`src/uart_pkg.sv`:
```
// --------------------
// uart package
// register offsets, control bit positions, field widths
// and frame/fifo constants shared by the uart blocks
// --------------------
package uart_pkg;

    // widths --------------
    localparam int DATA_W = 8;  // serial data byte
    localparam int BAUD_W = 10; // baud divisor field
    localparam int PRSC_W = 3;  // prescaler select field
    localparam int ADDR_W = 3;  // bus word offset
    localparam int BUS_W  = 32; // bus data

    // register offsets ----
    localparam logic [ADDR_W-1:0] CTRL_ADDR = 3'd0; // control / status
    localparam logic [ADDR_W-1:0] DATA_ADDR = 3'd4; // rx/tx data

    // control register ----
    localparam int CTRL_EN            = 0;  // r/w uart enable
    localparam int CTRL_HWFC          = 2;  // r/w rts/cts enable
    localparam int CTRL_PRSC_LSB      = 3;  // r/w prescaler, bits 5:3
    localparam int CTRL_BAUD_LSB      = 6;  // r/w baud divisor, bits 15:6
    localparam int CTRL_RX_NEMPTY     = 16; // r/- rx fifo not empty
    localparam int CTRL_RX_HALF       = 17; // r/- rx fifo at least half full
    localparam int CTRL_RX_FULL       = 18; // r/- rx fifo full
    localparam int CTRL_TX_EMPTY      = 19; // r/- tx fifo empty
    localparam int CTRL_TX_NHALF      = 20; // r/- tx fifo below half
    localparam int CTRL_TX_FULL       = 21; // r/- tx fifo full
    localparam int CTRL_IRQ_RX_NEMPTY = 22; // r/w irq on rx not empty
    localparam int CTRL_IRQ_RX_HALF   = 23; // r/w irq on rx half
    localparam int CTRL_IRQ_RX_FULL   = 24; // r/w irq on rx full
    localparam int CTRL_IRQ_TX_EMPTY  = 25; // r/w irq on tx empty
    localparam int CTRL_IRQ_TX_NHALF  = 26; // r/w irq on tx not half
    localparam int CTRL_RX_OVER       = 30; // r/- rx overrun
    localparam int CTRL_TX_BUSY       = 31; // r/- engine busy or fifo not empty

    // frame and fifo ------
    localparam logic [3:0] TX_BITS = 4'd11; // start + 8 data + stop + pause
    localparam logic [3:0] RX_BITS = 4'd10; // start + 8 data + stop
    localparam int FIFO_DEPTH = 4;          // entries per direction

endpackage

```
`src/uart_baud_tick.sv`:
```
// --------------------
// uart baud tick
// free-running prescaler, one-cycle tick every
// 2^(prsc+1) clocks
// --------------------
`timescale 1ns/1ps

module uart_baud_tick (
    input  logic                       clk_i,
    input  logic                       rstn_i,
    input  logic                       enable_i,
    input  logic [uart_pkg::PRSC_W-1:0] prsc_i, // selects counter bit
    output logic                       tick_o
);
    logic [11:0] cnt;
    logic        sel_q; // selected bit, last cycle

    always_ff @(posedge clk_i or negedge rstn_i) begin
        if (!rstn_i) begin
            cnt   <= '0;
            sel_q <= 1'b0;
        end else if (!enable_i) begin
            cnt   <= '0; // held while disabled
            sel_q <= 1'b0;
        end else begin
            cnt   <= cnt + 1'b1;
            sel_q <= cnt[prsc_i];
        end
    end

    assign tick_o = cnt[prsc_i] & ~sel_q; // 0 -> 1 edge

endmodule

```
`src/uart_fifo.sv`:
```
// --------------------
// uart fifo
// circular buffer with synchronous read, fill flags
// and a synchronous clear, used for rx and tx
// --------------------
`timescale 1ns/1ps

module uart_fifo #(
    parameter int DEPTH = 4 // power of two, min 2
) (
    input  logic                       clk_i,
    input  logic                       rstn_i,
    input  logic                       clear_i, // sync flush
    input  logic                       we_i,
    input  logic [uart_pkg::DATA_W-1:0] wdata_i,
    input  logic                       re_i,
    output logic [uart_pkg::DATA_W-1:0] rdata_o, // valid one cycle after re
    output logic                       free_o,  // at least one slot free
    output logic                       avail_o, // at least one entry held
    output logic                       half_o   // at least DEPTH/2 held
);
    localparam int AW = $clog2(DEPTH);

    logic [uart_pkg::DATA_W-1:0] mem [DEPTH];
    logic [AW:0] wptr, rptr; // extra msb tells full from empty
    logic [AW:0] level;
    logic        we_ok, re_ok;

    assign level   = wptr - rptr;
    assign avail_o = (wptr != rptr);
    assign free_o  = ~((wptr[AW] != rptr[AW]) && (wptr[AW-1:0] == rptr[AW-1:0]));
    assign half_o  = level[AW] | level[AW-1]; // level >= DEPTH/2
    assign we_ok   = we_i & free_o;  // drop writes when full
    assign re_ok   = re_i & avail_o; // ignore reads when empty

    always_ff @(posedge clk_i or negedge rstn_i) begin
        if (!rstn_i) begin
            wptr <= '0;
            rptr <= '0;
        end else if (clear_i) begin
            wptr <= '0;
            rptr <= '0;
        end else begin
            if (we_ok) wptr <= wptr + 1'b1;
            if (re_ok) rptr <= rptr + 1'b1;
        end
    end

    // storage and read register, no reset
    always_ff @(posedge clk_i) begin
        if (we_ok) mem[wptr[AW-1:0]] <= wdata_i;
        if (re_ok) rdata_o <= mem[rptr[AW-1:0]];
    end

endmodule

```
`src/uart_regs.sv`:
```
// --------------------
// uart control
// control register, status readback, fifo strobes,
// level interrupts, rx overrun and rts
// --------------------
`timescale 1ns/1ps

module uart_regs (
    input  logic                       clk_i,
    input  logic                       rstn_i,
    input  logic [uart_pkg::ADDR_W-1:0] addr_i,
    input  logic                       rden_i,
    input  logic                       wren_i,
    input  logic [uart_pkg::BUS_W-1:0]  data_i,
    output logic [uart_pkg::BUS_W-1:0]  data_o,
    output logic                       ack_o,
    input  logic [uart_pkg::DATA_W-1:0] rx_rdata_i,
    input  logic                       rx_avail_i,
    input  logic                       rx_half_i,
    input  logic                       rx_free_i,
    input  logic                       tx_avail_i,
    input  logic                       tx_half_i,
    input  logic                       tx_free_i,
    input  logic                       tx_busy_i,
    input  logic                       rx_done_i,
    output logic                       enable_o,
    output logic                       fifo_clear_o,
    output logic                       hwfc_en_o,
    output logic [uart_pkg::PRSC_W-1:0] prsc_o,
    output logic [uart_pkg::BAUD_W-1:0] baud_o,
    output logic                       tx_we_o,
    output logic                       rx_re_o,
    output logic                       irq_rx_o,
    output logic                       irq_tx_o,
    output logic                       uart_rts_o
);
    logic [4:0]                  irq_en;  // rx nempty/half/full, tx empty/nhalf
    logic                        rx_over;
    logic                        rden_q;  // fifo read takes a cycle
    logic [uart_pkg::ADDR_W-1:0] addr_q;
    logic [uart_pkg::BUS_W-1:0]  rd_word;

    assign fifo_clear_o = ~enable_o; // flush while disabled
    assign tx_we_o      = wren_i & (addr_i == uart_pkg::DATA_ADDR);
    assign rx_re_o      = rden_i & (addr_i == uart_pkg::DATA_ADDR);

    // control register --------
    always_ff @(posedge clk_i or negedge rstn_i) begin
        if (!rstn_i) begin
            enable_o  <= 1'b0;
            hwfc_en_o <= 1'b0;
            prsc_o    <= '0;
            baud_o    <= '0;
            irq_en    <= '0;
        end else if (wren_i && addr_i == uart_pkg::CTRL_ADDR) begin
            enable_o  <= data_i[uart_pkg::CTRL_EN];
            hwfc_en_o <= data_i[uart_pkg::CTRL_HWFC];
            prsc_o    <= data_i[uart_pkg::CTRL_PRSC_LSB +: uart_pkg::PRSC_W];
            baud_o    <= data_i[uart_pkg::CTRL_BAUD_LSB +: uart_pkg::BAUD_W];
            irq_en    <= data_i[uart_pkg::CTRL_IRQ_TX_NHALF:uart_pkg::CTRL_IRQ_RX_NEMPTY];
        end
    end

    // readback word -----------
    always_comb begin
        rd_word = '0;
        if (addr_q == uart_pkg::CTRL_ADDR) begin
            rd_word[uart_pkg::CTRL_EN]                               = enable_o;
            rd_word[uart_pkg::CTRL_HWFC]                             = hwfc_en_o;
            rd_word[uart_pkg::CTRL_PRSC_LSB +: uart_pkg::PRSC_W]     = prsc_o;
            rd_word[uart_pkg::CTRL_BAUD_LSB +: uart_pkg::BAUD_W]     = baud_o;
            rd_word[uart_pkg::CTRL_RX_NEMPTY]                        = rx_avail_i;
            rd_word[uart_pkg::CTRL_RX_HALF]                          = rx_half_i;
            rd_word[uart_pkg::CTRL_RX_FULL]                          = ~rx_free_i;
            rd_word[uart_pkg::CTRL_TX_EMPTY]                         = ~tx_avail_i;
            rd_word[uart_pkg::CTRL_TX_NHALF]                         = ~tx_half_i;
            rd_word[uart_pkg::CTRL_TX_FULL]                          = ~tx_free_i;
            rd_word[uart_pkg::CTRL_IRQ_TX_NHALF:uart_pkg::CTRL_IRQ_RX_NEMPTY] = irq_en;
            rd_word[uart_pkg::CTRL_RX_OVER]                          = rx_over;
            rd_word[uart_pkg::CTRL_TX_BUSY]                          = tx_busy_i | tx_avail_i;
        end else if (addr_q == uart_pkg::DATA_ADDR) begin
            rd_word[uart_pkg::DATA_W-1:0] = rx_rdata_i; // fifo head, stale if empty
        end
    end

    // bus response, irq, overrun, rts
    always_ff @(posedge clk_i or negedge rstn_i) begin
        if (!rstn_i) begin
            rden_q     <= 1'b0;
            addr_q     <= '0;
            ack_o      <= 1'b0;
            data_o     <= '0;
            irq_rx_o   <= 1'b0;
            irq_tx_o   <= 1'b0;
            rx_over    <= 1'b0;
            uart_rts_o <= 1'b0;
        end else begin
            rden_q <= rden_i;
            addr_q <= addr_i;
            ack_o  <= wren_i | rden_q;          // write +1, read +2
            data_o <= rden_q ? rd_word : '0;    // zero outside ack
            irq_rx_o <= enable_o & ((irq_en[0] & rx_avail_i) |
                                    (irq_en[1] & rx_half_i) |
                                    (irq_en[2] & ~rx_free_i));
            irq_tx_o <= enable_o & ((irq_en[3] & ~tx_avail_i) |
                                    (irq_en[4] & ~tx_half_i));
            if (rx_re_o || !enable_o) begin
                rx_over <= 1'b0;
            end else if (rx_done_i && !rx_free_i) begin
                rx_over <= 1'b1; // byte dropped
            end
            uart_rts_o <= hwfc_en_o & (~enable_o | rx_half_i); // high = stop sending
        end
    end

endmodule

```
`src/uart_rx.sv`:
```
// --------------------
// uart receive engine
// synchronizes rxd, detects the start edge and samples
// each bit in its middle, one done strobe per frame
// --------------------
`timescale 1ns/1ps

module uart_rx (
    input  logic                       clk_i,
    input  logic                       rstn_i,
    input  logic                       enable_i,
    input  logic                       tick_i,
    input  logic [uart_pkg::BAUD_W-1:0] baud_i,
    input  logic                       uart_rxd_i,
    output logic                       rx_done_o, // one cycle, write to rx fifo
    output logic [uart_pkg::DATA_W-1:0] rx_data_o
);
    logic [2:0]                  sync;     // [2] every clock, [1:0] on tick
    logic                        busy;     // frame in progress
    logic [uart_pkg::DATA_W+1:0] sreg;     // stop, data, start
    logic [3:0]                  bitcnt;
    logic [uart_pkg::BAUD_W-1:0] baudcnt;

    assign rx_data_o = sreg[uart_pkg::DATA_W:1]; // strip start and stop

    always_ff @(posedge clk_i or negedge rstn_i) begin
        if (!rstn_i) begin
            sync      <= 3'b111; // line idles high
            busy      <= 1'b0;
            bitcnt    <= '0;
            baudcnt   <= '0;
            rx_done_o <= 1'b0;
        end else begin
            sync[2] <= uart_rxd_i;
            if (tick_i) begin
                sync[1] <= sync[2];
                sync[0] <= sync[1];
            end
            rx_done_o <= 1'b0;
            if (!enable_i) begin
                busy <= 1'b0;
            end else if (!busy) begin
                baudcnt <= baud_i >> 1; // half bit, lands mid-bit
                bitcnt  <= uart_pkg::RX_BITS;
                if (sync[1:0] == 2'b01) busy <= 1'b1; // falling edge
            end else begin
                if (tick_i) begin
                    if (baudcnt == '0) begin
                        baudcnt <= baud_i;
                        bitcnt  <= bitcnt - 1'b1;
                    end else begin
                        baudcnt <= baudcnt - 1'b1;
                    end
                end
                if (bitcnt == '0) begin // all bits in
                    rx_done_o <= 1'b1;
                    busy      <= 1'b0;
                end
            end
        end
    end

    // sample register, payload only
    always_ff @(posedge clk_i) begin
        if (enable_i && busy && tick_i && baudcnt == '0) begin
            sreg <= {sync[2], sreg[uart_pkg::DATA_W+1:1]}; // lsb first
        end
    end

endmodule

```
`src/uart_top.sv`:
```
// --------------------
// uart top level
// control module, baud tick, tx/rx engines and fifos
// --------------------
`timescale 1ns/1ps

module uart_top (
    input  logic                       clk_i,
    input  logic                       rstn_i,
    input  logic [uart_pkg::ADDR_W-1:0] addr_i,
    input  logic                       rden_i,
    input  logic                       wren_i,
    input  logic [uart_pkg::BUS_W-1:0]  data_i,
    output logic [uart_pkg::BUS_W-1:0]  data_o,
    output logic                       ack_o,
    output logic                       uart_txd_o,
    input  logic                       uart_rxd_i,
    output logic                       uart_rts_o,
    input  logic                       uart_cts_i,
    output logic                       irq_rx_o,
    output logic                       irq_tx_o
);
    logic                        enable, fifo_clear, hwfc_en, tick;
    logic [uart_pkg::PRSC_W-1:0] prsc;
    logic [uart_pkg::BAUD_W-1:0] baud;
    logic                        tx_we, tx_re, tx_avail, tx_half, tx_free, tx_busy;
    logic                        rx_re, rx_avail, rx_half, rx_free, rx_done;
    logic [uart_pkg::DATA_W-1:0] tx_rdata, rx_rdata, rx_data;

    uart_regs u_regs (
        .clk_i, .rstn_i, .addr_i, .rden_i, .wren_i, .data_i, .data_o, .ack_o,
        .rx_rdata_i   (rx_rdata),
        .rx_avail_i   (rx_avail),
        .rx_half_i    (rx_half),
        .rx_free_i    (rx_free),
        .tx_avail_i   (tx_avail),
        .tx_half_i    (tx_half),
        .tx_free_i    (tx_free),
        .tx_busy_i    (tx_busy),
        .rx_done_i    (rx_done),
        .enable_o     (enable),
        .fifo_clear_o (fifo_clear),
        .hwfc_en_o    (hwfc_en),
        .prsc_o       (prsc),
        .baud_o       (baud),
        .tx_we_o      (tx_we),
        .rx_re_o      (rx_re),
        .irq_rx_o, .irq_tx_o, .uart_rts_o
    );

    uart_baud_tick u_tick (
        .clk_i, .rstn_i, .enable_i (enable), .prsc_i (prsc), .tick_o (tick)
    );

    // tx path -------------
    uart_fifo #(.DEPTH(uart_pkg::FIFO_DEPTH)) u_tx_fifo (
        .clk_i, .rstn_i, .clear_i (fifo_clear),
        .we_i (tx_we), .wdata_i (data_i[uart_pkg::DATA_W-1:0]), // bus low byte
        .re_i (tx_re), .rdata_o (tx_rdata),
        .free_o (tx_free), .avail_o (tx_avail), .half_o (tx_half)
    );

    uart_tx u_tx (
        .clk_i, .rstn_i, .enable_i (enable), .tick_i (tick), .baud_i (baud),
        .hwfc_en_i (hwfc_en), .uart_cts_i,
        .fifo_avail_i (tx_avail), .fifo_rdata_i (tx_rdata), .fifo_re_o (tx_re),
        .busy_o (tx_busy), .uart_txd_o
    );

    // rx path -------------
    uart_rx u_rx (
        .clk_i, .rstn_i, .enable_i (enable), .tick_i (tick), .baud_i (baud),
        .uart_rxd_i, .rx_done_o (rx_done), .rx_data_o (rx_data)
    );

    uart_fifo #(.DEPTH(uart_pkg::FIFO_DEPTH)) u_rx_fifo (
        .clk_i, .rstn_i, .clear_i (fifo_clear),
        .we_i (rx_done), .wdata_i (rx_data), // dropped when full
        .re_i (rx_re), .rdata_o (rx_rdata),
        .free_o (rx_free), .avail_o (rx_avail), .half_o (rx_half)
    );

endmodule

```
`src/uart_tx.sv`:
```
// --------------------
// uart transmit engine
// idle / prepare / send fsm, shifts start, data lsb first,
// stop and one pause bit, waits on cts when flow control is on
// --------------------
`timescale 1ns/1ps

module uart_tx (
    input  logic                       clk_i,
    input  logic                       rstn_i,
    input  logic                       enable_i,
    input  logic                       tick_i,
    input  logic [uart_pkg::BAUD_W-1:0] baud_i,
    input  logic                       hwfc_en_i,
    input  logic                       uart_cts_i,   // low active
    input  logic                       fifo_avail_i,
    input  logic [uart_pkg::DATA_W-1:0] fifo_rdata_i,
    output logic                       fifo_re_o,
    output logic                       busy_o,
    output logic                       uart_txd_o
);
    logic [1:0]                  state;    // 00 idle, 01 prepare, 11 send
    logic [1:0]                  cts_sync;
    logic [uart_pkg::DATA_W:0]   sreg;     // data + start bit
    logic [3:0]                  bitcnt;
    logic [uart_pkg::BAUD_W-1:0] baudcnt;

    assign fifo_re_o  = enable_i & (state == 2'b00) & fifo_avail_i;
    assign busy_o     = (state != 2'b00);
    assign uart_txd_o = (state == 2'b11) ? sreg[0] : 1'b1; // idle high

    always_ff @(posedge clk_i or negedge rstn_i) begin
        if (!rstn_i) begin
            state    <= 2'b00;
            cts_sync <= 2'b00;
            bitcnt   <= '0;
            baudcnt  <= '0;
        end else begin
            cts_sync <= {cts_sync[0], uart_cts_i};
            if (!enable_i) begin
                state <= 2'b00;
            end else begin
                case (state)
                    2'b00: begin // wait for fifo data
                        baudcnt <= baud_i;
                        bitcnt  <= uart_pkg::TX_BITS;
                        if (fifo_avail_i) state <= 2'b01;
                    end
                    2'b01: begin // rdata valid now, check cts
                        if (!cts_sync[1] || !hwfc_en_i) state <= 2'b11;
                    end
                    2'b11: begin
                        if (tick_i) begin
                            if (baudcnt == '0) begin // bit done
                                baudcnt <= baud_i;
                                bitcnt  <= bitcnt - 1'b1;
                            end else begin
                                baudcnt <= baudcnt - 1'b1;
                            end
                        end
                        if (bitcnt == '0) state <= 2'b00; // frame + pause out
                    end
                    default: state <= 2'b00;
                endcase
            end
        end
    end

    // shift register, payload only
    always_ff @(posedge clk_i) begin
        if (state == 2'b01) begin
            sreg <= {fifo_rdata_i, 1'b0}; // data & start bit
        end else if (state == 2'b11 && tick_i && baudcnt == '0) begin
            sreg <= {1'b1, sreg[uart_pkg::DATA_W:1]}; // ones fill stop and pause
        end
    end

endmodule
```
`config.mk`:
```
export PLATFORM = sky130hd
export DESIGN_NAME = uart_top
export DESIGN_NICKNAME = d
export VERILOG_FILES = /design/src/uart_pkg.sv /design/src/uart_baud_tick.sv /design/src/uart_fifo.sv /design/src/uart_regs.sv /design/src/uart_rx.sv /design/src/uart_top.sv /design/src/uart_tx.sv
export SDC_FILE = /design/constraint.sdc
export NUM_CORES = 1
export LEC_CHECK = 0
export ABC_AREA = 1
export BUFFER_PORTS_ARGS = -buffer_cell sky130_fd_sc_hd__buf_4
export CAP_MARGIN = 20
export CORE_AREA = 2 2 152 154
export DETAILED_ROUTE_END_ITERATION = 16
export DIE_AREA = 0 0 154 156
export PLACE_DENSITY = 0.68
export SYNTH_ARGS = -nofsm -noshare
export SYNTH_HDL_FRONTEND = slang
export SYNTH_HIERARCHICAL = 1
export SYNTH_SLANG_ARGS = --single-unit
```
`constraint.sdc`:
```
create_clock -name clk_i -period 4.5 [get_ports clk_i]
set_input_delay 0.675 -clock clk_i [delete_from_list [all_inputs] [get_ports clk_i]]
set_output_delay 0.675 -clock clk_i [all_outputs]
set_load 0.005 [all_outputs]
```
==> results.yml <==
run_status:
  status: "finished clean"
drt:
  first_pass_iters: 7
  wl_per_cell_um: 14.4
  vias_per_cell: 4.98
  wl_mm: 19.7
  vias: 6831
  drtIter0Drc: 440
  remaining_drc_errors: 0
  ant_nets: 0
layout:
  nets: 1135
  n_fill_cell: 2028
  drive_above_1_share_pct: 17.1
  area_growth_pct: 13.5
  n_antenna_cell: 0
  multi_input_area_um2: 3300
  final_cell_mix: "nand2_1, inv_1, dfrtp_1"
  final_core_util_pct: 50.5
  final_common_cell: "nand2_1"
  regArea_um2: 5840
setup_path:
  required_ns: 4.68
  crit_slowest_cell: "dfrtp_1"
  cpLargestDelayFamily: "simple AND/OR/NAND/NOR gates"
  cp.arrival_ns: 2.82
  startpoint: "u_regs/prsc_o[0]"
  end_kind: "flop"
  timing.rr.start: "u_regs/prsc_o[0]"
  critical_path_class: "flop to flop"
  max_stage_delay_ns: 0.48
  cp-start-kind: "flop"
  crit_chain: "inv_2 > nand2_1 > nand3_1 > nand3_1 > nand2_1 > nor2_1 > inv_1 > nor2_4 > nand3_1 > nand2_1"
  crit_path_max_fanout: 11
  critPathBufInv: 2
logic_synthesis:
  yosysTopAreaCellShare_pct: 29.3
  yosysWarnings: 6
  synth_top_area_cell: "edfxtp_1"
  syn-cell-area_um2: 9950
  synth_area_leaders: "edfxtp_1, dfrtp_1, nand2_1"
  syn_inst: 1016
  seq_area_frac_synth_pct: 58.7
  synth_seq_cells: 214
  ys_types: 45
  syn_avg_cell_area_um2: 9.80
floorplan:
  die_h_um: 156
  start_util_pct: 44.5
  rows: 55
  fp.dieW_um: 154
  ioPinCount: 78
  die-area_um2: 24000
  core-area_um2: 22400
global_route:
  grt_pass1_wl_mm: 32.6
  grt_max_degree: 62
  overflow: 0
  antenna_found_initial: 0
  grt_usage_pct: 16.8
  grt_pass1_vias: 6626
timing:
  tightest_slew_ns: 0.828
  hold_viol_final: 0
  slew_headroom_pct: 44.6
  fmax_mhz: 379
  finClkSkew_ns: 0.0159
  setup_viol: 0
  fin_crit_ns: 2.64
  rsz0062_at_grt: "no"
  timing.final.crit_share_pct: 58.7
  slew_viol_final: 0
  finalSetupTns_ns: 0
run:
  drv_cap: 0
clocking:
  clkSinkCount: 214
  cts_max_path_buffers: 3
  cts_setup_buffers: 0
  path_clk_slew_ns: 0.06
  tritoncts: "built"
  ctsResizeCount: 0
  cts_htree_levels: 1
  clk_latency_ns: 0.51
  root_buffer: "clkbuf_16"
  cts_buffers: 23
  cts_hold_buf: 0
worst_hold_path:
  hold_class: "input pin to async pin"
placed_design:
  dp_hpwl_mm: 13.7
  gp_congestion: 0.845
  numPortBuffers: 63
power_and_ir_drop:
  cellPowerDensity_nw_per_um2: 474
  p_leak_nw: 5.09
  ir_drop_uv: 287
  p_total_mw: 5.35
[kinds of logic after synthesis]
kind of cell               count (synthesis)  synth area share (%)
and+or+nand+nor                          486                  23.3
DFF                                      214                  58.7
buffers and inverters                    178                  8.23
AOI/OAI and AO/OA                        108                  6.26
adders and majority gates                 22                  2.92
xor gates and xnor gates                   7                 0.616
other                                      1                0.0377
[flip-flops by register name, summed over array words and instances, names as in the netlist, 2 cells and up]
register,flops
u_rx_fifo/mem,32
u_tx_fifo/mem,32
u_regs/data_o,29
u_regs/baud_o,10
u_rx/baudcnt,10
u_tx/baudcnt,10
u_rx/sreg,9
u_tx/sreg,9
u_rx_fifo/rdata_o,8
u_tick/cnt,8
u_tx_fifo/rdata_o,8
u_regs/irq_en,5
u_rx/bitcnt,4
u_tx/bitcnt,4
u_regs/addr_q,3
u_regs/prsc_o,3
u_rx/sync,3
u_rx_fifo/rptr,3
u_rx_fifo/wptr,3
u_tx_fifo/rptr,3
u_tx_fifo/wptr,3
u_tx/cts_sync,2
u_tx/state,2
[power breakdown]
group          leakage, nW  switching [mW]  internal (mW)  total, mW
sequential            2.40           0.196           2.24       2.44
combinational         2.31           0.659          0.354       1.01
clock                0.377           0.733           1.17       1.90
total                 5.09            1.59           3.77       5.35
[stage by stage]
stage	instances	hold WS, ns	cell area (um^2)	worst slack [ns]
3_3_place_gp	1331	0.353	10500	1.75
6_report	1373	0.0749	11300	1.86
5_1_grt	1373	0.0870	11300	1.55
3_5_place_dp	1331	0.345	10500	1.72
4_1_cts	1372	0.0693	11300	1.71
2_1_floorplan	1018	0.331	9960	2.30
[worst reg2reg max path, stage by stage, from the launching register on]
cell	delay, ns
dfrtp_1	0.48
inv_2	0.09
nand2_1	0.07
nand3_1	0.06
nand3_1	0.08
nand2_1	0.08
nor2_1	0.38
inv_1	0.15
nor2_4	0.17
nand3_1	0.33
nand2_1	0.41
[Yosys cell counts (all sizes together)]
cell    number
conb         1
nand4       32
edfxtp      97
dfstp        3
a21oi       18
nand2      229
a22oi        1
nor2       124
nor4         1
fa           2
or2          2
dfrtp      113
buf         37
nand3       95
nor3         3
o211ai       1
a21boi       1
xnor2        2
o31ai        1
inv        137
ha          20
xor2         5
clkbuf       3
o22ai       16
dfxtp        1
o21ai       70
clkinv       1
[cell type report]
| type | instances | area share (%) |
|---|---|---|
| sequential | 214 | 51.7 |
| multi-input combinational | 626 | 29.2 |
| clock buffer | 28 | 5.26 |
| inverter | 138 | 4.61 |
| timing repair buffer | 69 | 4.58 |
| tap | 285 | 3.16 |
| clock inverter | 13 | 1.51 |
[path summary, 6_finish.rpt]
| kind | slack [ns] | endpoint | cells past startpoint |
|---|---|---|---|
| min | 0.07 | u_regs/data_o[19] | 1 |
| min in group clk_i | 0.28 | u_rx/sync[2] | 1 |
| max in group asynchronous | 3.33 | u_regs/data_o[12] | 2 |
| max reg2reg | 1.86 | u_tx/sreg[5] | 10 |
| min reg2reg | 0.35 | u_tx/cts_sync[1] | 0 |
| max | 1.86 | u_tx/sreg[5] | 10 |
[layer usage]
| metal | share of wire, % | vias up | GRT usage (%) |
|---|---|---|---|
| li1 | - | 3430 | - |
| met1 | 44 | 3242 | 21.9 |
| met2 | 49 | 122 | 28.5 |
| met3 | 3.3 | 37 | 2.25 |
| met4 | 3.6 | 0 | 6.72 |
| met5 | 0 | - | 0 |
Note: power is estimated with default switching activity, not from simulation.
